--- src/mem_pkg.sv ---
// address map and field widths shared by routers and targets
// regions are fixed, anything outside both is never accepted
package mem_pkg;

    typedef logic [31:0] addr_t;      // bus byte address
    typedef logic [31:0] word_t;      // data word, led and switch values
    typedef logic [3:0]  strb_t;      // byte write strobes
    typedef logic [1:0]  id_t;        // echoed transaction id
    typedef logic [15:0] itcm_addr_t; // byte offset inside itcm
    typedef logic [3:0]  cnt_t;       // outstanding transaction count

    // instruction memory region
    localparam addr_t ITCM_BASE  = 32'h8000_0000;
    localparam addr_t ITCM_SIZE  = 32'h0001_0000; // 64 KiB
    localparam int    ITCM_WORDS = 16384;

    // peripheral region, end is exclusive
    localparam addr_t PERIP_BASE = 32'h1000_0000;
    localparam addr_t PERIP_END  = 32'h1000_1000;
    localparam addr_t LED_OFFSET = 32'h0000_0000;
    localparam addr_t SW_OFFSET  = 32'h0000_0004;

    localparam cnt_t CNT_MAX = 4'd15;

    function automatic logic is_itcm(input addr_t addr);
        return (addr >= ITCM_BASE) && (addr < (ITCM_BASE + ITCM_SIZE));
    endfunction

    function automatic logic is_perip(input addr_t addr);
        return (addr >= PERIP_BASE) && (addr < PERIP_END);
    endfunction

endpackage
--- src/read_router.sv ---
// read crossbar for the fetch port (m0) and the data port (m1)
// m0 reaches itcm only; m1 wins itcm ties; responses steered by counters
module read_router
    import mem_pkg::*;
(
    input  logic       clk,
    input  logic       rst_n,
    // master 0, instruction fetch
    input  logic       m0_ar_valid,
    input  id_t        m0_ar_id,
    input  addr_t      m0_ar_addr,
    output logic       m0_ar_ready,
    output logic       m0_r_valid,
    output id_t        m0_r_id,
    output word_t      m0_r_data,
    input  logic       m0_r_ready,
    // master 1, data port
    input  logic       m1_ar_valid,
    input  id_t        m1_ar_id,
    input  addr_t      m1_ar_addr,
    output logic       m1_ar_ready,
    output logic       m1_r_valid,
    output id_t        m1_r_id,
    output word_t      m1_r_data,
    input  logic       m1_r_ready,
    // itcm target
    output logic       itcm_ar_valid,
    output id_t        itcm_ar_id,
    output itcm_addr_t itcm_ar_addr,
    input  logic       itcm_ar_ready,
    input  logic       itcm_r_valid,
    input  id_t        itcm_r_id,
    input  word_t      itcm_r_data,
    output logic       itcm_r_ready,
    // peripheral target
    output logic       perip_ar_valid,
    output id_t        perip_ar_id,
    output addr_t      perip_ar_addr,
    input  logic       perip_ar_ready,
    input  logic       perip_r_valid,
    input  id_t        perip_r_id,
    input  word_t      perip_r_data,
    output logic       perip_r_ready
);

    cnt_t m0_itcm_cnt, m1_itcm_cnt, m1_perip_cnt;
    logic m0_itcm_busy, m1_itcm_busy, m1_perip_busy;
    logic m1_itcm_req, m1_perip_req;
    logic m0_grant, m1_itcm_grant, m1_perip_grant;
    addr_t itcm_sel_addr;

    assign m1_itcm_req  = m1_ar_valid && is_itcm(m1_ar_addr);
    assign m1_perip_req = m1_ar_valid && is_perip(m1_ar_addr);

    // a master never shares a return path with another owner in flight
    assign m1_itcm_grant  = m1_itcm_req && !m0_itcm_busy && !m1_perip_busy;
    assign m1_perip_grant = m1_perip_req && !m1_itcm_busy;
    assign m0_grant       = m0_ar_valid && is_itcm(m0_ar_addr)
                            && !m1_itcm_req && !m1_itcm_busy;

    // itcm request mux, m1 first
    assign itcm_ar_valid = m1_itcm_grant || m0_grant;
    assign itcm_ar_id    = m1_itcm_grant ? m1_ar_id : m0_ar_id;
    assign itcm_sel_addr = m1_itcm_grant ? m1_ar_addr : m0_ar_addr;
    assign itcm_ar_addr  = itcm_addr_t'(itcm_sel_addr - ITCM_BASE);

    assign perip_ar_valid = m1_perip_grant;
    assign perip_ar_id    = m1_ar_id;
    assign perip_ar_addr  = m1_ar_addr;

    assign m0_ar_ready = m0_grant && itcm_ar_ready;
    assign m1_ar_ready = (m1_itcm_grant && itcm_ar_ready)
                         || (m1_perip_grant && perip_ar_ready);

    // response steering
    assign m0_r_valid = m0_itcm_busy && itcm_r_valid;
    assign m0_r_id    = itcm_r_id;
    assign m0_r_data  = itcm_r_data;

    assign m1_r_valid = (m1_itcm_busy && itcm_r_valid) || (m1_perip_busy && perip_r_valid);
    assign m1_r_id    = m1_itcm_busy ? itcm_r_id : perip_r_id;
    assign m1_r_data  = m1_itcm_busy ? itcm_r_data : perip_r_data;

    assign itcm_r_ready  = m0_itcm_busy ? m0_r_ready : (m1_itcm_busy && m1_r_ready);
    assign perip_r_ready = m1_perip_busy && m1_r_ready;

    outstanding_counter u_m0_itcm_cnt (
        .clk    (clk),
        .rst_n  (rst_n),
        .issue  (m0_ar_valid && m0_ar_ready),
        .retire (m0_r_valid && m0_r_ready),
        .count  (m0_itcm_cnt),
        .busy   (m0_itcm_busy)
    );

    outstanding_counter u_m1_itcm_cnt (
        .clk    (clk),
        .rst_n  (rst_n),
        .issue  (m1_itcm_grant && itcm_ar_ready),
        .retire (m1_itcm_busy && itcm_r_valid && m1_r_ready),
        .count  (m1_itcm_cnt),
        .busy   (m1_itcm_busy)
    );

    outstanding_counter u_m1_perip_cnt (
        .clk    (clk),
        .rst_n  (rst_n),
        .issue  (m1_perip_grant && perip_ar_ready),
        .retire (perip_r_valid && perip_r_ready),
        .count  (m1_perip_cnt),
        .busy   (m1_perip_busy)
    );

    // itcm read data has exactly one owner at any time
    a_itcm_single_owner: assert property (@(posedge clk) disable iff (!rst_n)
        !((m0_itcm_cnt != '0) && (m1_itcm_cnt != '0)));

    // m1 never has reads open at both targets
    a_m1_single_target: assert property (@(posedge clk) disable iff (!rst_n)
        !((m1_itcm_cnt != '0) && (m1_perip_cnt != '0)));

endmodule

--- src/outstanding_counter.sv ---
// up/down count of transactions in flight for one master and one target
// issue and retire in the same cycle leave the count unchanged
module outstanding_counter
    import mem_pkg::*;
(
    input  logic clk,
    input  logic rst_n,
    input  logic issue,
    input  logic retire,
    output cnt_t count,
    output logic busy
);

    always_ff @(posedge clk) begin
        if (!rst_n) begin
            count <= '0;
        end else if (issue && !retire) begin
            count <= count + 1'b1;
        end else if (retire && !issue) begin
            count <= count - 1'b1;
        end
    end

    assign busy = (count != '0);

    // the issuing side must stop before the count wraps
    a_no_overflow: assert property (@(posedge clk) disable iff (!rst_n)
        issue && !retire |-> count != CNT_MAX);

    // a response only comes back for a request that went out earlier
    a_no_underflow: assert property (@(posedge clk) disable iff (!rst_n)
        retire |-> busy);

endmodule

--- config.mk ---
export PLATFORM = sky130hd
export DESIGN_NAME = read_router
export DESIGN_NICKNAME = d
export VERILOG_FILES = /design/src/mem_pkg.sv /design/src/read_router.sv /design/src/outstanding_counter.sv
export SDC_FILE = /design/constraint.sdc
export NUM_CORES = 1
export LEC_CHECK = 0
export BUFFER_PORTS_ARGS = -buffer_cell sky130_fd_sc_hd__buf_2
export CAP_MARGIN = 5
export CELL_PAD_IN_SITES_DETAIL_PLACEMENT = 0
export CELL_PAD_IN_SITES_GLOBAL_PLACEMENT = 2
export CORE_UTILIZATION = 17
export DETAILED_ROUTE_END_ITERATION = 8
export PLACE_DENSITY_LB_ADDON = 0.1
export SLEW_MARGIN = 20
export SYNTH_ARGS = -nofsm -noshare
export SYNTH_HDL_FRONTEND = slang
export SYNTH_HIERARCHICAL = 1
export SYNTH_SLANG_ARGS = --single-unit
export TNS_END_PERCENT = 30
--- constraint.sdc ---
create_clock -name clk -period 4.9 [get_ports clk]
set_input_delay 0.98 -clock clk [delete_from_list [all_inputs] [get_ports clk]]
set_output_delay 0.98 -clock clk [all_outputs]
set_load 0.02 [all_outputs]
==> impl_metrics.toml <==
[timing]
fmax_mhz = 269
fin_skew_ns = 0.00121
final.min_clock_period_ns = 3.72
finalHoldViolCount = 0
fin_crit_sh_pct = 75.9
maxSlewHeadroom_pct = 68.7
setup_viol = 0
worst_slew_pin_slew_ns = 0.469
maxSlewViolCount = 0
rsz0062_at_grt = "false"
finalSetupTns_ns = 0

[route]
drc = 0
first_pass_iters = 4
ant_nets = 0
drt-vias-per-instance = 3.80
drt_iter0_markers = 36
wl_um = 9530
route.vias.total = 2370
post_drt_wl_per_cell_um = 15.3

[finish]
fin_util_pct = 25.6
fillerInstances = 1509
seqCellArea_um2 = 240
nets = 605
multi_input_area_um2 = 1440
fin_area_um2 = 3390
final_common_cell = "buf_2"
syn_to_final_growth_pct = 46.5
drive_above_1_share_pct = 77.1
final_cell_mix = "buf_2, mux2_2, mux2_4, dfxtp_1"

[worst_setup_path]
slowest_stage = "mux2_2"
critPathKind = "primary input to primary output"
path_delay_family = "simple AND/OR/NAND/NOR gates"
start_kind = "primary input"
cp_slowest_stage_delay_ns = 0.38
cp_common_cell = "buf_2"
cp_num_buf_inv = 3
worstPathCellList = "buf_2 -> nor4b_4 -> nand4_2 -> nor4_4 -> buf_4 -> mux2_2 -> buf_2"
arrival_ns = 2.74
critPathMaxFanout = 21
crit_path_end_kind = "primary output"
cp.required_ns = 3.92

[clocking]
cts_buffers = 3
clkTransAtPathRegs_ns = 0.04
clk-insertion-delay-late_ns = 0.24
htree_levels = 1
cts_tree = "built"
root_buffer = "clkbuf_16"
cts_hold_buf = 0
cts_resized = 0
numClockSinks = 12
ctsLongestPathBuffers = 2
post_cts_buffers = 0

[synthesis]
syn_area_um2 = 2320
yosysUniqueCellTypes = 39
ys_seq_elements = 12
synth_edf_count = 0
ys_seq_area_share_pct = 10.4
async_flop_share_pct = 0
ys.flop_type = "dfxtp_1"
synthTopCellsByArea = "buf_4, mux2_2, mux2_4, dfxtp_1, ha_1"
synth_area_leader_cell = "buf_4"
synth_top_area_share_pct = 22.0
syn-num-nets = 402
ys_warn_count = 6
syn-instance-count = 244
avgSynthCellArea_um2 = 9.50

[die]
rows = 42
initial_core_util_pct = 17.5
pin_count = 274
die_w_um = 119
die_y_um = 119
die-area_um2 = 14100
core_um2 = 13200

[global_route]
grt_max_degree = 36
grtUsageTotal_pct = 12.8
overflow = 0
grt_pass1_vias = 2304
grt_pass1_wl_um = 13800
antenna_found_initial = 2

[placement]
hpwl_um = 8670
port_buffers = 273
place_area_um2 = 3300
place_congestion = 0.743

[pwr]
total_leakage_power_nw = 1.81
ir_drop_uv = 158
cellPowerDensity_nw_per_um2 = 143

[worst_hold_path]
holdCritPathClass = "flip-flop to flip-flop"

[status]
status = "complete, no violations"

[flow_run]
drv_cap = 0
## worst register-to-register path: cells and delay by family (launching register included)
| kind | cells | cell delay, ns |
|---|---|---|
| fa+ha+maj | 2 | 0.51 |
| compound gates | 4 | 0.69 |
| mux | 1 | 0.20 |
| flops | 1 | 0.33 |
| simple gates | 3 | 1.08 |
| buf+inv | 2 | 0.44 |
## path summary, 6_finish.rpt
path	from	to	slack, ns	cells after the start
max reg2reg	u_m1_itcm_cnt/count[1]	u_m0_itcm_cnt/count[3]	1.59	12
max	m1_ar_addr[29]	itcm_ar_addr[15]	1.18	7
min reg2reg	u_m1_itcm_cnt/count[3]	u_m1_itcm_cnt/count[3]	0.47	2
min	u_m1_itcm_cnt/count[3]	u_m1_itcm_cnt/count[3]	0.47	2
## per-layer routing
| metal | share of wire, % | wire (um) | GRT usage [%] |
|---|---|---|---|
| met2 | 56 | 5290 | 25.6 |
| met5 | 0.14 | 13 | 0 |
| met3 | 7.0 | 665 | 3.19 |
| met1 | 37 | 3530 | 13.7 |
| met4 | 0.29 | 28 | 1.03 |
## per-stage QoR
| step | setup WS (ns) | hold slack [ns] | instances | total power [mW] |
|---|---|---|---|---|
| after floorplan | 1.67 | 0.440 | 244 | 0.244 |
| after global placement | 1.17 | 0.459 | 618 | 0.325 |
| after detailed placement | 1.11 | 0.469 | 618 | 0.325 |
| after CTS | 1.14 | 0.477 | 622 | 0.495 |
| after global routing | 1.05 | 0.504 | 622 | 0.512 |
| final | 1.18 | 0.474 | 623 | 0.487 |
## area by class of cell
class                   instances  area share, %
clock buffers                   4           2.62
repair buffers                275           40.7
inverters                       7          0.774
well taps                     176           6.49
multi-input cells             148           42.3
flip-flops and latches         12           7.08
diodes                          1         0.0737
## where the power goes
part | internal [mW] | total [mW] | switching (mW)
combinational | 0.0984 | 0.222 | 0.124
sequential | 0.0980 | 0.0980 | 0.0000477
clock | 0.123 | 0.166 | 0.0430
total | 0.320 | 0.487 | 0.167
## cell usage after synthesis, types with 4 or more instances
master / number
and2_1: 9
buf_4: 68
dfxtp_1: 12
ha_1: 9
inv_1: 7
mux2_2: 35
mux2_4: 17
mux2i_1: 6
nand2_1: 9
nand2b_1: 4
nor2_1: 7
o21ai_0: 4
or4_1: 4
xnor2_1: 6
## cells by family after synthesis
logic type | Yosys count | synth area share (%)
AOI/OAI and AO/OA | 16 | 5.62
xor gates and xnor gates | 6 | 2.27
adders and majority gates | 12 | 7.45
buffers and inverters | 84 | 27.7
DFF | 12 | 10.4
muxes | 58 | 30.6
and+or+nand+nor | 56 | 16.0
## sequential cells by signal, summed over array words and instances (netlist names)
name	flops
u_m1_perip_cnt/count	4
u_m0_itcm_cnt/count	4
u_m1_itcm_cnt/count	4
(Power assumes the default switching activity.)
