## src/mem_pkg.sv

```systemverilog
// address map and field widths shared by routers and targets
// regions are fixed, anything outside both is never accepted
package mem_pkg;

    typedef logic [31:0] addr_t;      // bus byte address
    typedef logic [31:0] word_t;      // data word, led and switch values
    typedef logic [3:0]  strb_t;      // byte write strobes
    typedef logic [1:0]  id_t;        // echoed transaction id
    typedef logic [15:0] itcm_addr_t; // byte offset inside itcm
    typedef logic [3:0]  cnt_t;       // outstanding transaction count

    // instruction memory region
    localparam addr_t ITCM_BASE  = 32'h8000_0000;
    localparam addr_t ITCM_SIZE  = 32'h0001_0000; // 64 KiB
    localparam int    ITCM_WORDS = 16384;

    // peripheral region, end is exclusive
    localparam addr_t PERIP_BASE = 32'h1000_0000;
    localparam addr_t PERIP_END  = 32'h1000_1000;
    localparam addr_t LED_OFFSET = 32'h0000_0000;
    localparam addr_t SW_OFFSET  = 32'h0000_0004;

    localparam cnt_t CNT_MAX = 4'd15;

    function automatic logic is_itcm(input addr_t addr);
        return (addr >= ITCM_BASE) && (addr < (ITCM_BASE + ITCM_SIZE));
    endfunction

    function automatic logic is_perip(input addr_t addr);
        return (addr >= PERIP_BASE) && (addr < PERIP_END);
    endfunction

endpackage
```

## src/perip_regs.sv

```systemverilog
// peripheral slave, led register at LED_OFFSET and switch input at SW_OFFSET
// other offsets read zero and drop writes
module perip_regs
    import mem_pkg::*;
(
    input  logic  clk,
    input  logic  rst_n,
    input  logic  ar_valid,
    input  id_t   ar_id,
    input  addr_t ar_addr,
    output logic  ar_ready,
    output logic  r_valid,
    output id_t   r_id,
    output word_t r_data,
    input  logic  r_ready,
    input  logic  w_valid,
    input  id_t   w_id,
    input  addr_t w_addr,
    input  word_t w_data,
    input  strb_t w_strb,
    output logic  w_ready,
    output logic  b_valid,
    output id_t   b_id,
    input  logic  b_ready,
    input  word_t sw,
    output word_t led
);

    addr_t rd_off, wr_off;
    logic  rd_fire, wr_fire;

    assign rd_off   = ar_addr - PERIP_BASE;
    assign wr_off   = w_addr - PERIP_BASE;
    assign ar_ready = !r_valid || r_ready;
    assign w_ready  = !b_valid || b_ready;
    assign rd_fire  = ar_valid && ar_ready;
    assign wr_fire  = w_valid && w_ready;

    always_ff @(posedge clk) begin
        if (!rst_n) begin
            r_valid <= 1'b0;
            b_valid <= 1'b0;
            led     <= '0;
        end else begin
            r_valid <= rd_fire || (r_valid && !r_ready);
            b_valid <= wr_fire || (b_valid && !b_ready);
            if (wr_fire && wr_off == LED_OFFSET) begin
                for (int b = 0; b < 4; b++) begin
                    if (w_strb[b]) led[b*8 +: 8] <= w_data[b*8 +: 8];
                end
            end
        end
    end

    // response payload
    always_ff @(posedge clk) begin
        if (rd_fire) begin
            r_id   <= ar_id;
            r_data <= (rd_off == LED_OFFSET) ? led :
                      (rd_off == SW_OFFSET)  ? sw  : '0; // switches sampled live
        end
        if (wr_fire) b_id <= w_id;
    end

endmodule

```

## config.mk

```make
export PLATFORM = sky130hd
export DESIGN_NAME = perip_regs
export DESIGN_NICKNAME = d
export VERILOG_FILES = /design/src/mem_pkg.sv /design/src/perip_regs.sv
export SDC_FILE = /design/constraint.sdc
export NUM_CORES = 1
export LEC_CHECK = 0
export BUFFER_PORTS_ARGS = -buffer_cell sky130_fd_sc_hd__buf_2
export CAP_MARGIN = 20
export CELL_PAD_IN_SITES_DETAIL_PLACEMENT = 1
export CELL_PAD_IN_SITES_GLOBAL_PLACEMENT = 2
export CORE_UTILIZATION = 25
export CTS_CLUSTER_SIZE = 16
export DETAILED_ROUTE_END_ITERATION = 6
export GPL_TIMING_DRIVEN = 0
export HOLD_SLACK_MARGIN = 0.08
export PLACE_DENSITY_LB_ADDON = 0.1
export RECOVER_POWER = 25
export REMOVE_ABC_BUFFERS = 1
export SLEW_MARGIN = 20
export SYNTH_ARGS = -nofsm -noshare
export SYNTH_HDL_FRONTEND = slang
export SYNTH_SLANG_ARGS = --single-unit
```

## constraint.sdc

```tcl
create_clock -name clk -period 6.04 [get_ports clk]
set_clock_uncertainty 0.15 [all_clocks]
set_input_delay 1.51 -clock clk [delete_from_list [all_inputs] [get_ports clk]]
set_output_delay 1.51 -clock clk [all_outputs]
set_load 0.03 [all_outputs]
```

==> results.yml, run 1 <==
floorplanning:
  start_util_pct: 25.6
  boundaryPins: 214
  rows: 41
  die_x_um: 116
  die-area_mm2: 0.0134
  core_area_mm2: 0.0126
  die_y_um: 116
route:
  wl_mm: 9.53
  vias_per_cell: 4.30
  wire_per_inst_um: 14.2
  drt-initial-drc-count: 52
  drcViolationCount: 0
  firstDrtPassIters: 4
  vias: 2884
  drtAntennaViolNets: 0
power_and_ir_drop:
  max-vdd-ir-drop_uv: 112
  power_density_mw_per_mm2: 247
  p_leak_nw: 2.19
  total_power_mw: 1.18
logic_synthesis:
  synth_simple_gate_area_share_pct: 21.3
  synth_mux_area_share_pct: 19.8
  synth_edf_count: 36
  yosysSeqAreaShare_pct: 54.4
  netlist_instances: 281
  synth_xor_area_share_pct: 0
  synth_cell_types: 22
  ys_warn_count: 0
  ys.flop_type: "edfxtp_1"
  ys_async_sr_fraction_pct: 0
  yosysTopAreaCell: "edfxtp_1"
  synth_area_mm2: 0.00324
  syn_avg_cell_area_um2: 11.5
  synth_fa_ha_area_share_pct: 0
  synthTopCellsByArea: "edfxtp_1 (33%), dfxtp_1 (21%), mux2i_1 (20%)"
  synth_top_area_share_pct: 33.4
  synth_top_family_by_area: "simple AND/OR/NAND/NOR gates"
  synth_compound_area_share_pct: 0.464
  ys_ff_latch: 70
clocking:
  cts_setup_buffers: 0
  cts_sinks: 70
  clockRootBuffer: "clkbuf_16"
  clk_pin_slew_ps: 60
  cts.path.max_buffers: 2
  cts_resized: 0
  h-tree-depth: 3
  clk_latency_ps: 330
  cts_tree: "done"
  hold_buffers: 0
  numCtsBuffers: 9
min_path:
  hold_class: "reg -> reg"
  hold_path.startpoint: "led[25]"
  hold_depth: 2
global_route:
  grt_max_degree: 67
  gr-total-overflow: 0
  grt_usage_pct: 14.0
  antenna_found_initial: 2
  grt_pass1_wl_mm: 14.0
  grt_pass1_vias: 2731
layout:
  fin_util_pct: 37.9
  final_common_cell: "buf_2"
  syn2layout_area_growth_pct: 47.8
  stdcell_count: 671
  layout_common_cells: "buf_2 (210), nand2_1 (65), mux2i_1 (64)"
  nNetsFinal: 636
  n_antenna_cell: 0
  drive_gt1_share_pct: 47.9
place:
  dp.cells: 655
  port_buffers: 213
  place_hpwl_mm: 7.36
  place.gp.congestion: 0.694
timing:
  finalHoldViolCount: 0
  relSlewSlack_pct: -82.2
  fmax_ghz: 0.267
  setup_viol: 0
  maxSlewViolCount: 67
  fin_crit_sh_pct: 62.1
  finalCriticalPeriod_ps: 3750
  worst_pin_slew_ps: 2730
  holdWs_ps: 320
  rsz0062_at_grt: "no"
  tns_ps: 0
worst_setup_path:
  worstSetupPathType: "in -> reg"
  cp_max_fo: 66
  arrival_ps: 3850
  max_stage_delay_ps: 1900
  cp_cell_sequence: "clkbuf_1, nand2_1, mux2i_1"
  rr_worst_depth: 3
  crit_cells: 3
  cpMaxStageDelayCell: "clkbuf_1"
  path_delay_family: "buffers and inverters"
  r2r_start: "r_valid"
  critPathLaunchType: "input port"
  end_kind: "register"
  crit_required_ps: 6140
  cp_num_buf_inv: 1
  cp-startpoint: "rst_n"
status:
  status: "finished, violations left"
  violations: "capacitance limit, slew limit"
flow_run:
  maxCapViolCount: 1
-- synthesized netlist by cell type (2+ instances only) --
cell type   n
and2_1      2
buf_1       3
bufinv_8    4
clkbuf_1   11
dfxtp_1    34
edfxtp_1   36
inv_1       2
mux2i_1    64
nand2_1    65
nand2b_1    2
nor2_1     32
nor4_1     10
nor4_4      7
-- through the flow --
step                      cell area (um^2)  setup WS [ps]
after global routing                  4780           1790
after detailed placement              4510           2270
after global placement                4470           1540
after CTS                             4800           2380
after floorplan                       3180           2550
final                                 4780           2290
-- path summary, 6_finish.rpt --
kind	slack, ps	endpoint
worst max register to register	3280	r_data[15]
worst min-delay path	320	led[25]
worst max-delay path	2290	led[17]
worst min register to register	320	led[25]
-- state kept, by name, summed over array words and instances (netlist names) --
register / cells
led: 32
r_data: 32
b_id: 2
r_id: 2
b_valid: 1
r_valid: 1
-- kinds of logic (layout without fill, tap and decap cells) --
| group | after synthesis | in the layout |
|---|---|---|
| buf+inv | 20 | 238 |
| mux | 64 | 64 |
| compound gates | 2 | 2 |
| flops | 70 | 70 |
| simple gates | 125 | 125 |
-- per-layer routing --
layer  track usage, %  part of all wire, %  up-vias
met5                0                 0.22        -
met4             6.32                  1.4        4
met2             24.4                   50      125
li1                 -                    -     1413
met1             15.7                   40     1326
met3             4.39                  7.8       16
-- power by group --
part           leakage (nW)  switching, mW  total (mW)  internal [mW]
combinational          1.43         0.0754       0.136         0.0607
clock                 0.136          0.199       0.531          0.332
sequential            0.630        0.00312       0.516          0.513
-- tightest hold or removal path: stages (launching register included) --
cell	delay (ps)
dfxtp_1	320
nand2_1	60
mux2i_1	50
-- area by class of cell --
cell class	instances	area (um^2)
multi-input cells	191	1350
well taps	172	215
inverters	6	77.6
flip-flops and latches	70	1760
fillers	1510	7840
clock inverters	3	45.0
repair buffers	216	1090
clock buffers	13	250
(Power assumes the default switching activity.)
==> run 2: changes to the inputs <==
--- a/config.mk
+++ b/config.mk
@@ -9,7 +9,7 @@
 export CAP_MARGIN = 20
 export CELL_PAD_IN_SITES_DETAIL_PLACEMENT = 1
 export CELL_PAD_IN_SITES_GLOBAL_PLACEMENT = 2
-export CORE_UTILIZATION = 25
+export CORE_UTILIZATION = 21
 export CTS_CLUSTER_SIZE = 16
 export DETAILED_ROUTE_END_ITERATION = 6
 export GPL_TIMING_DRIVEN = 0
==> constraint.sdc (replaced) <==
create_clock -name clk -period 3.2 [get_ports clk]
set_clock_uncertainty 0.15 [all_clocks]
set_input_delay 0.8 -clock clk [delete_from_list [all_inputs] [get_ports clk]]
set_output_delay 0.8 -clock clk [all_outputs]
set_load 0.03 [all_outputs]
==> results.yml, run 2 (synthesized netlist as in run 1, its figures left out) <==
power_and_ir_drop:
  clkPwrFrac_pct: 46.3
  seqPwrFrac_pct: 42.3
  p_leak_nw: 2.17
  p_sw_mw: 0.538
  p_comb_share_pct: 11.4
  max-vdd-ir-drop_uv: 244
  switching_share_pct: 23.4
  internal-power_mw: 1.76
  total_power_mw: 2.30
  power_density_mw_per_mm2: 476
timing:
  worst_pin_slew_ps: 1320
  finalCriticalPeriod_ps: 2590
  holdWs_ps: 321
  finalHoldViolCount: 0
  maxSlewViolCount: 0
  fmax_ghz: 0.386
  fin_crit_sh_pct: 80.9
  relSlewSlack_pct: 11.9
  setup_viol: 0
  rsz0062_at_grt: "no"
  setup_ws_ps: 610
place:
  pre_cts_ws_ps: 189
  place.gp.congestion: 0.691
  port_buffers: 213
  dp.cells: 671
  place_hpwl_mm: 7.89
global_route:
  grt_usage_pct: 13.5
  grt_max_degree: 67
  grt_pass1_wl_mm: 16.0
  antenna_found_initial: 0
  grt_pass1_vias: 3117
  gr-total-overflow: 0
clocking:
  numCtsBuffers: 9
  cts_sinks: 70
  cts_setup_buffers: 0
  clk_latency_ps: 340
  cts_tree: "done"
  clk_pin_slew_ps: 60
  hold_buffers: 0
  cts.path.max_buffers: 2
  h-tree-depth: 3
  clockRootBuffer: "clkbuf_16"
  cts_resized: 0
layout:
  top_regs: "led x32, r_data x32"
  stdcell_count: 687
  syn2layout_area_growth_pct: 49.2
  nNetsFinal: 636
  fin_util_pct: 31.9
  n_antenna_cell: 0
  drive_gt1_share_pct: 44.7
  final_common_cell: "buf_2"
  layout_common_cells: "buf_2 (189), nand2_1 (65), mux2i_1 (64)"
  fillCellCount: 1769
flow_run:
  maxCapViolCount: 0
route:
  drtAntennaViolNets: 0
  wire_per_inst_um: 15.1
  vias: 2914
  firstDrtPassIters: 4
  top_layer: "met4"
  drcViolationCount: 0
  wl_met3_um: 942
  drt-initial-drc-count: 57
  wl_mm: 10.4
  vias_per_cell: 4.24
  wl_met2_mm: 5.30
  met1_length_mm: 4.06
worst_setup_path:
  arrival_ps: 2620
  cp_max_fo: 13
  cp_cell_sequence: "buf_2, or4_1, nor4_1, nand4_1, buf_8, nor2_1"
  max_stage_delay_ps: 510
  end_kind: "register"
  cpMaxStageDelayCell: "or4_1"
  cp_num_buf_inv: 2
  crit_required_ps: 3230
  path_delay_family: "simple AND/OR/NAND/NOR gates"
  critPathLaunchType: "input port"
  worstSetupPathType: "in -> reg"
floorplanning:
  die-area_mm2: 0.0159
  boundaryPins: 214
  start_util_pct: 21.4
  rows: 45
  die_y_um: 126
  die_x_um: 126
  core_area_mm2: 0.0151
status:
  status: "finished, final reports clean"
min_path:
  hold_class: "reg -> reg"
==> run 2: final timing paths <==
check                                 from  cells past startpoint    endpoint  slack (ps)
worst max-delay path            ar_addr[7]                      6  r_data[31]         610
worst min-delay path               led[10]                      2     led[10]         320
worst max register to register     r_valid                      3  r_data[29]        1040
worst min register to register     led[10]                      2     led[10]         320
==> run 2: stage by stage <==
stage                     instance area, um^2  setup TNS, ps
after detailed placement                 4540              0
after global placement                   4490         -26010
after CTS                                4860              0
final                                    4830              0
after floorplan                          3180              0
after global routing                     4830              0
==> run 2: layout make-up <==
cell class / count / area, um^2 / area share [%]
Sequential cell: 70 / 1760 / 36.5
Multi-Input combinational cell: 191 / 1350 / 27.8
Timing Repair Buffer: 216 / 1090 / 22.7
Tap cell: 188 / 235 / 4.87
Clock buffer: 10 / 229 / 4.74
Clock inverter: 6 / 86.3 / 1.79
Inverter: 6 / 77.6 / 1.61
==> run 2: tightest hold or removal path: stages, from the launching register on <==
cell     delay [ps]
dfxtp_1         320
nand2_1          60
mux2i_1          50
==> run 2: routing by layer <==
metal  vias to the layer above  track usage (%)
met5                         -                0
li1                       1411                -
met3                         6             5.10
met2                       135             24.4
met1                      1362             14.1
met4                         0             5.10
==> run 2: power by group through the flow <==
stage / sequential [mW] / combinational [mW] / clock [mW]
global placement: 0.993 / 0.263 / 0
CTS: 0.973 / 0.272 / 1.11
global route: 0.975 / 0.283 / 1.15
finish: 0.974 / 0.261 / 1.07
floorplan: 1.05 / 0.0611 / 0
detailed placement: 0.992 / 0.271 / 0
