===== src/mem_pkg.sv =====
// address map and field widths shared by routers and targets
// regions are fixed, anything outside both is never accepted
package mem_pkg;

    typedef logic [31:0] addr_t;      // bus byte address
    typedef logic [31:0] word_t;      // data word, led and switch values
    typedef logic [3:0]  strb_t;      // byte write strobes
    typedef logic [1:0]  id_t;        // echoed transaction id
    typedef logic [15:0] itcm_addr_t; // byte offset inside itcm
    typedef logic [3:0]  cnt_t;       // outstanding transaction count

    // instruction memory region
    localparam addr_t ITCM_BASE  = 32'h8000_0000;
    localparam addr_t ITCM_SIZE  = 32'h0001_0000; // 64 KiB
    localparam int    ITCM_WORDS = 16384;

    // peripheral region, end is exclusive
    localparam addr_t PERIP_BASE = 32'h1000_0000;
    localparam addr_t PERIP_END  = 32'h1000_1000;
    localparam addr_t LED_OFFSET = 32'h0000_0000;
    localparam addr_t SW_OFFSET  = 32'h0000_0004;

    localparam cnt_t CNT_MAX = 4'd15;

    function automatic logic is_itcm(input addr_t addr);
        return (addr >= ITCM_BASE) && (addr < (ITCM_BASE + ITCM_SIZE));
    endfunction

    function automatic logic is_perip(input addr_t addr);
        return (addr >= PERIP_BASE) && (addr < PERIP_END);
    endfunction

endpackage

===== src/write_router.sv =====
// write path for master 1, address and data arrive together
// one target at a time may hold open writes, responses steered by counters
module write_router
    import mem_pkg::*;
(
    input  logic       clk,
    input  logic       rst_n,
    // master 1
    input  logic       m1_aw_valid,
    input  id_t        m1_aw_id,
    input  addr_t      m1_aw_addr,
    input  word_t      m1_w_data,
    input  strb_t      m1_w_strb,
    input  logic       m1_w_valid,
    output logic       m1_w_ready,  // shared by address and data
    output logic       m1_b_valid,
    output id_t        m1_b_id,
    input  logic       m1_b_ready,
    // itcm target
    output logic       itcm_w_valid,
    output itcm_addr_t itcm_w_addr,
    input  logic       itcm_w_ready,
    input  logic       itcm_b_valid,
    input  id_t        itcm_b_id,
    output logic       itcm_b_ready,
    // peripheral target
    output logic       perip_w_valid,
    output addr_t      perip_w_addr,
    input  logic       perip_w_ready,
    input  logic       perip_b_valid,
    input  id_t        perip_b_id,
    output logic       perip_b_ready,
    // shared to both targets
    output id_t        w_id,
    output word_t      w_data,
    output strb_t      w_strb
);

    cnt_t itcm_cnt, perip_cnt;
    logic itcm_busy, perip_busy;
    logic wr_valid;

    assign wr_valid = m1_aw_valid && m1_w_valid;

    // held off while the other target still owes a response
    assign itcm_w_valid  = wr_valid && is_itcm(m1_aw_addr) && !perip_busy;
    assign perip_w_valid = wr_valid && is_perip(m1_aw_addr) && !itcm_busy;

    assign itcm_w_addr  = itcm_addr_t'(m1_aw_addr - ITCM_BASE);
    assign perip_w_addr = m1_aw_addr;
    assign w_id         = m1_aw_id;
    assign w_data       = m1_w_data;
    assign w_strb       = m1_w_strb;

    assign m1_w_ready = (itcm_w_valid && itcm_w_ready) || (perip_w_valid && perip_w_ready);

    assign m1_b_valid    = (itcm_busy && itcm_b_valid) || (perip_busy && perip_b_valid);
    assign m1_b_id       = itcm_busy ? itcm_b_id : perip_b_id;
    assign itcm_b_ready  = itcm_busy && m1_b_ready;
    assign perip_b_ready = perip_busy && m1_b_ready;

    outstanding_counter u_itcm_w_cnt (
        .clk    (clk),
        .rst_n  (rst_n),
        .issue  (itcm_w_valid && itcm_w_ready),
        .retire (itcm_b_valid && itcm_b_ready),
        .count  (itcm_cnt),
        .busy   (itcm_busy)
    );

    outstanding_counter u_perip_w_cnt (
        .clk    (clk),
        .rst_n  (rst_n),
        .issue  (perip_w_valid && perip_w_ready),
        .retire (perip_b_valid && perip_b_ready),
        .count  (perip_cnt),
        .busy   (perip_busy)
    );

    // master presents address and data as one beat
    a_aw_w_paired: assert property (@(posedge clk) disable iff (!rst_n)
        m1_aw_valid == m1_w_valid);

    a_w_single_target: assert property (@(posedge clk) disable iff (!rst_n)
        !((itcm_cnt != '0) && (perip_cnt != '0)));

endmodule


===== src/outstanding_counter.sv =====
// up/down count of transactions in flight for one master and one target
// issue and retire in the same cycle leave the count unchanged
module outstanding_counter
    import mem_pkg::*;
(
    input  logic clk,
    input  logic rst_n,
    input  logic issue,
    input  logic retire,
    output cnt_t count,
    output logic busy
);

    always_ff @(posedge clk) begin
        if (!rst_n) begin
            count <= '0;
        end else if (issue && !retire) begin
            count <= count + 1'b1;
        end else if (retire && !issue) begin
            count <= count - 1'b1;
        end
    end

    assign busy = (count != '0);

    // the issuing side must stop before the count wraps
    a_no_overflow: assert property (@(posedge clk) disable iff (!rst_n)
        issue && !retire |-> count != CNT_MAX);

    // a response only comes back for a request that went out earlier
    a_no_underflow: assert property (@(posedge clk) disable iff (!rst_n)
        retire |-> busy);

endmodule


===== config.mk =====
export PLATFORM = sky130hd
export DESIGN_NAME = write_router
export DESIGN_NICKNAME = d
export VERILOG_FILES = /design/src/mem_pkg.sv /design/src/write_router.sv /design/src/outstanding_counter.sv
export SDC_FILE = /design/constraint.sdc
export NUM_CORES = 1
export LEC_CHECK = 0
export ABC_AREA = 1
export ABC_CLOCK_PERIOD_IN_PS = 2900
export CAP_MARGIN = 10
export CORE_MARGIN = 3
export CORE_UTILIZATION = 30
export CTS_CLUSTER_SIZE = 10
export DETAILED_ROUTE_END_ITERATION = 16
export DONT_BUFFER_PORTS = 1
export PLACE_DENSITY = 0.45
export SETUP_SLACK_MARGIN = 0.15
export SYNTH_ARGS = -nofsm -noshare
export SYNTH_HDL_FRONTEND = slang
export SYNTH_SLANG_ARGS = --single-unit

===== constraint.sdc =====
create_clock -name clk -period 2.9 [get_ports clk]
set_input_delay 0.29 -clock clk [delete_from_list [all_inputs] [get_ports clk]]
set_output_delay 0.29 -clock clk [all_outputs]
set_load 0.05 [all_outputs]

==> metrics.txt, run 1 <==
outcome=completed; LEAKAGE=0.466 nW; synthesis-to-layout area growth=-35.9%; most frequent cells in the layout=nand2_1, inv_1, nor2_1; Synth Register Bits=8; largest net degree at the start of global routing=9; all-layer global routing usage=8.56%; clk_lat worst skew=0.23 ns; kind of critical path=reg -> reg; PD cells=465 mW/mm2; largest area contributor in the netlist=buf_4; post-synthesis compound-gate area fraction=5.38%; total CTS buffers=3; gpl congestion=0.677; CTS H-tree lvls=1; CP Cell Sequence=clkinv_2 > nand2_2 > nor2_4 > nand3_2 > nor2_2 > nand3_2 > inv_1 > ha_1 > inv_1 > ha_1 > nand2_1 > nand2_1 > nor2_1 > nand2_1 > nand2_1 > nand2_1 > a21oi_1; Rel. slew slack=40.7%; layout cells sized above 1=11.2%; post-route minimum period=2.27 ns; vias in the first global route=772; IO Pins=177; post-cts sizing count=0; DRC errors left=0; HPWL after detailed placement=2220 um; clk sink count=8; Vias=836; Clock Skews=0.00322 ns; initial antenna violation count=0; CP required=3.06 ns; drt first pass iters=4; HP Class=in -> reg; number of antenna repair diodes=0; postcts setup bufs=0; antenna viol nets, final=0; Routed Wire Length=2550 um; max cap viols=0; DR iter-0 viols=52; Initial Util=32.0%; most common cell after layout, fill and taps aside=nand2_1; Clock transition at path regs=0.04 ns; CTS tree=done; Worst path slowest cell=ha_1; fmax=0.440 GHz; CTS Hold Buffers Added=0; Synthesis Warnings=0; number of port buffers=0; final core occ=20.5%; Seq/Total Area, Yosys=11.1%; global-route wire length before repair=3510 um; synthesized area per cell=6.74 um2; mux cell area share after synthesis=0%; max incr delay on CP=0.34 ns; chip width=75.3 um; CTS root buf=clkbuf_8; Synth top area share=44.8%; final hold violations=0; maximum vdd drop=0.159 mV; Crit path max-delay family=simple AND/OR/NAND/NOR gates; CP Capture Type=flip-flop; count of final setup violators=0; die area=0.00567 mm2; worst-margin pin slew=0.886 ns; Synth Area in XOR/XNOR=3.65%; Synth Net Count=305; Synth area leaders=buf_4, dfxtp_1, nand2_1, inv_1, ha_1; type of origin of the critical path=flip-flop; NumNets Final=227; Final period util=78.4%; Clock Path Buffers=2; Post-Synth Adder-Cell Area=7.99%; mapped cell area=0.00144 mm2; Rows=24; main combinational cell family by area after synthesis=buffers and inverters; Core Box Area=0.00450 mm2; RSZ-0062 raised after global routing=false; final slew viol count=0; WP buf/inv=3; grt total ovfl=0; Via density=4.49; DIE HEIGHT=75.3 um; count of different cell masters after synthesis=22; Syn Inst Count=214; Avg WL per Cell=13.7 um; Crit path top cell by count=nand2_1; WP data arrival=2.43 ns; CP max FO=5; post-synthesis simple-gate area fraction=20.7%; Final TNS setup=0 ns
## cells in the mapped netlist, drive strengths merged
master	n
clkinv	1
nand3	9
nor3	2
and2	2
xnor2	2
buf	86
ha	6
inv	23
fa	2
dfxtp	8
nor2	23
nand2	32
o21ai	6
xor2	4
a22o	1
a21oi	7
## metal layers
layer / wire [um] / GRT usage, % / up-vias
met2: 1280 / 15.9 / 72
met5: 0 / 0 / -
met1: 889 / 7.49 / 348
li1: - / - / 410
met3: 364 / 5.41 / 6
met4: 14 / 2.72 / 0
## registers in the layout (all words and copies together), names as in the netlist
register,flops
u_itcm_w_cnt.count,4
u_perip_w_cnt.count,4
## layout make-up
type                       count  area [um2]
fill                         510        3580
multi-input combinational     96         544
sequential                     8         160
inverter                      24        91.3
tap                           52        65.1
clock buffer                   3        41.3
timing repair buffer           3        22.5
## kinds of logic (layout without fill, tap and decap cells)
group / after synthesis / after routing
adder cells (fa/ha/maj): 8 / 8
XOR/XNOR: 6 / 6
buffers and inverters: 110 / 30
AO/OA/AOI/OAI: 14 / 14
flip-flops: 8 / 8
AND/OR/NAND/NOR: 68 / 68
## where the power goes
group	leakage [nW]	total, mW	internal, mW	switching (mW)
clock network	0.0216	0.131	0.0897	0.0412
logic	0.379	0.170	0.0495	0.120
registers	0.0651	0.129	0.120	0.00956
total	0.466	0.430	0.259	0.171
## stage by stage
step / hold WS [ns] / worst slack (ns) / total power [mW] / instances / instance area, um2
6_report: 0.197 / 0.626 / 0.430 / 186 / 925
5_1_grt: 0.219 / 0.393 / 0.468 / 186 / 925
4_1_cts: 0.196 / 0.565 / 0.440 / 186 / 925
3_5_place_dp: 0.439 / 0.580 / 0.303 / 183 / 883
3_3_place_gp: 0.438 / 0.532 / 0.306 / 183 / 883
2_1_floorplan: 0.426 / 0.353 / 0.592 / 214 / 1440
## final timing paths
| check | start | end | slack [ns] | depth (start not counted) |
|---|---|---|---|---|
| max | u_itcm_w_cnt.count[0] | u_perip_w_cnt.count[3] | 0.63 | 17 |
| min | rst_n | u_perip_w_cnt.count[1] | 0.20 | 2 |
| max reg2reg | u_itcm_w_cnt.count[0] | u_perip_w_cnt.count[3] | 0.63 | 17 |
| min reg2reg | u_perip_w_cnt.count[3] | u_perip_w_cnt.count[3] | 0.51 | 2 |
(Power assumes the default switching activity.)
==> run 2: changes to the inputs <==
--- a/config.mk
+++ b/config.mk
@@ -6,7 +6,7 @@
 export NUM_CORES = 1
 export LEC_CHECK = 0
 export ABC_AREA = 1
-export ABC_CLOCK_PERIOD_IN_PS = 2900
+export ABC_CLOCK_PERIOD_IN_PS = 2300
 export CAP_MARGIN = 10
 export CORE_MARGIN = 3
 export CORE_UTILIZATION = 30
==> constraint.sdc (replaced) <==
create_clock -name clk -period 2.3 [get_ports clk]
set_input_delay 0.23 -clock clk [delete_from_list [all_inputs] [get_ports clk]]
set_output_delay 0.23 -clock clk [all_outputs]
set_load 0.05 [all_outputs]
==> run 2 against run 1 <==
- worst setup slack got worse by 0.32 ns
- sequential power increased by 29%
- first-iteration DRC count decreased by 50%
- via count increased by 6.8%
- sequential share of layout area decreased by 1.7 points
- critical endpoint is now u_itcm_w_cnt.count[3]
==> metrics.txt, run 2 (synthesis results as in run 1) <==
HP Class=in -> reg; Clock Path Buffers=2 (unchanged); Clock transition at path regs=0.04 ns (about the same); worst-margin pin slew=0.527 ns (-0.358 ns); largest net degree at the start of global routing=9 (unchanged); final core occ=24.9% (+4.3 points); final hold violations=0 (unchanged); global-route wire length before repair=3790 um (+7.9%); drt first pass iters=4 (unchanged); Placed Cells=188 (+2.7%); Multi-input gate area=674 um2 (+24%); vias in the first global route=863 (+12%); worst hold start=rst_n; IO Pins=177 (unchanged); Initial Util=32.0% (unchanged); total CTS buffers=3 (unchanged); Rows=24 (unchanged); HPWL after detailed placement=2210 um (-0.76%); LEAKAGE=0.515 nW (+11%); initial antenna violation count=0 (unchanged); post-route minimum period=1.99 ns (-0.280 ns); clk_lat worst skew=0.23 ns (about the same); register area=175 um2 (+9.4%); NumNets Final=233 (+2.6%); DIE HEIGHT=75.3 um (unchanged); DRC errors left=0 (unchanged); fmax=0.501 GHz (+14%); RSZ-0062 raised after global routing=false; CTS tree=done; number of antenna repair diodes=0 (unchanged); count of final setup violators=0 (unchanged); WP data arrival=2.16 ns (-0.27 ns); all-layer global routing usage=9.11% (+0.55 points); gpl congestion=0.759 (+12%); fillcell total=505 (-0.98%); Hold Slack=0.139 ns (-0.0581 ns); Routed Wire Length=2800 um (+10%); worst r2r src=u_perip_w_cnt.count[1]; worst-case reg-to-reg path depth=17 (unchanged); CP required=2.46 ns (-0.60 ns); Clock Skews=0.00302 ns (-0.000203 ns); PD cells=534 mW/mm2 (+15%); reg2reg end=u_itcm_w_cnt.count[3]; kind of critical path=reg -> reg; type of origin of the critical path=flip-flop; die area=0.00567 mm2 (unchanged); Vias=893 (+6.8%); CTS Hold Buffers Added=0 (unchanged); max cap viols=0 (unchanged); final slew viol count=0 (unchanged); grt total ovfl=0 (unchanged); outcome=completed; chip width=75.3 um (unchanged); Avg WL per Cell=14.6 um (+6.6%); CTS H-tree lvls=1 (unchanged); synthesis-to-layout area growth=-22.3%; final cell count without fillers=192 (+3.2%); Core Box Area=0.00450 mm2 (unchanged); maximum vdd drop=0.147 mV (-8.0%); Hold Path Depth=2 (unchanged); layout cells sized above 1=36.4% (+25 points); biggest regs=u_itcm_w_cnt.count: 4 flops, u_perip_w_cnt.count: 4 flops; most frequent cells in the layout=nand2_1, inv_1, nor2_1; CTS root buf=clkbuf_8; Final TNS setup=0 ns (unchanged); CP max FO=4 (-1); Via density=4.65 (+3.5%); antenna viol nets, final=0 (unchanged); hold path endpoint=u_itcm_w_cnt.count[1]; clk sink count=8 (unchanged); reg2reg setup slack=0.31 ns (-0.32 ns); Setup crit start=u_perip_w_cnt.count[1]; Final period util=86.7% (+8.3 points); Pwr Total=598 uW (+39%); DR iter-0 viols=26 (-50%); CP Capture Type=flip-flop; most common cell after layout, fill and taps aside=nand2_1; Rel. slew slack=64.9% (+24 points); number of port buffers=0 (unchanged)
## run 2: cell count changes in the layout (fill, tap and decap cells not counted), moves of 4 or more
cell,before,now
dfxtp_1,8,2
ha_4,0,6
nor2_1,20,15
inv_2,1,5
buf_4,3,9
inv_1,22,16
ha_1,6,0
## run 2: routing by layer
layer  share of wire [%]  GRT usage, %
met3                  13          4.22
met1                  37          9.35
met4                 2.7          6.60
met5                   0             0
met2                  48          14.6
## run 2: stage by stage
step | setup slack, ns | area, um2
floorplan | 0.205 | 1460
global placement | 0.0679 | 941
detailed placement | 0.100 | 941
CTS | 0.166 | 995
global route | 0.145 | 1120
finish | 0.306 | 1120
## run 2: where the power goes
group          switching, mW  internal [mW]  leakage [nW]
combinational          0.173         0.0878         0.425
sequential            0.0159          0.152        0.0687
clock                 0.0565          0.113        0.0216
total                  0.245          0.353         0.515
## run 2: worst max-delay path: stages (launching register included)
cell and delay (ns):
dfxtp_4 0.36, nor2_4 0.11, nand3_2 0.10, inv_2 0.11, nand3_2 0.07, inv_1 0.07
nand3_2 0.07, inv_1 0.09, ha_4 0.15, inv_4 0.05, ha_4 0.25, nand2_1 0.08
nand2_1 0.05, nor2_1 0.09, nand2_1 0.05, nand2_1 0.05, nand2_1 0.06, a21oi_2 0.11
## run 2: cell type report
class	instances	share of cell area [%]
Sequential cell	8	15.6
Timing Repair Buffer	9	6.03
Inverter	24	8.60
Multi-Input combinational cell	96	60.2
Clock buffer	3	3.69
Tap cell	52	5.81
## run 2: how the worst max path moves through the flow
stage,slack [ns],to,cells after the start
6_report,0.31,u_itcm_w_cnt.count[3],17
5_1_grt,0.14,u_perip_w_cnt.count[3],17
4_1_cts,0.17,u_itcm_w_cnt.count[2],13
3_5_place_dp,0.10,u_itcm_w_cnt.count[3],17
3_3_place_gp,0.07,u_itcm_w_cnt.count[3],17
2_1_floorplan,0.20,u_itcm_w_cnt.count[3],15
## run 2: repair_timing
item	in CTS	in global routing
gates resized for setup	2	35
endpoints found under the setup margin	2	6
pin swaps	0	10
buffers inserted	0	1
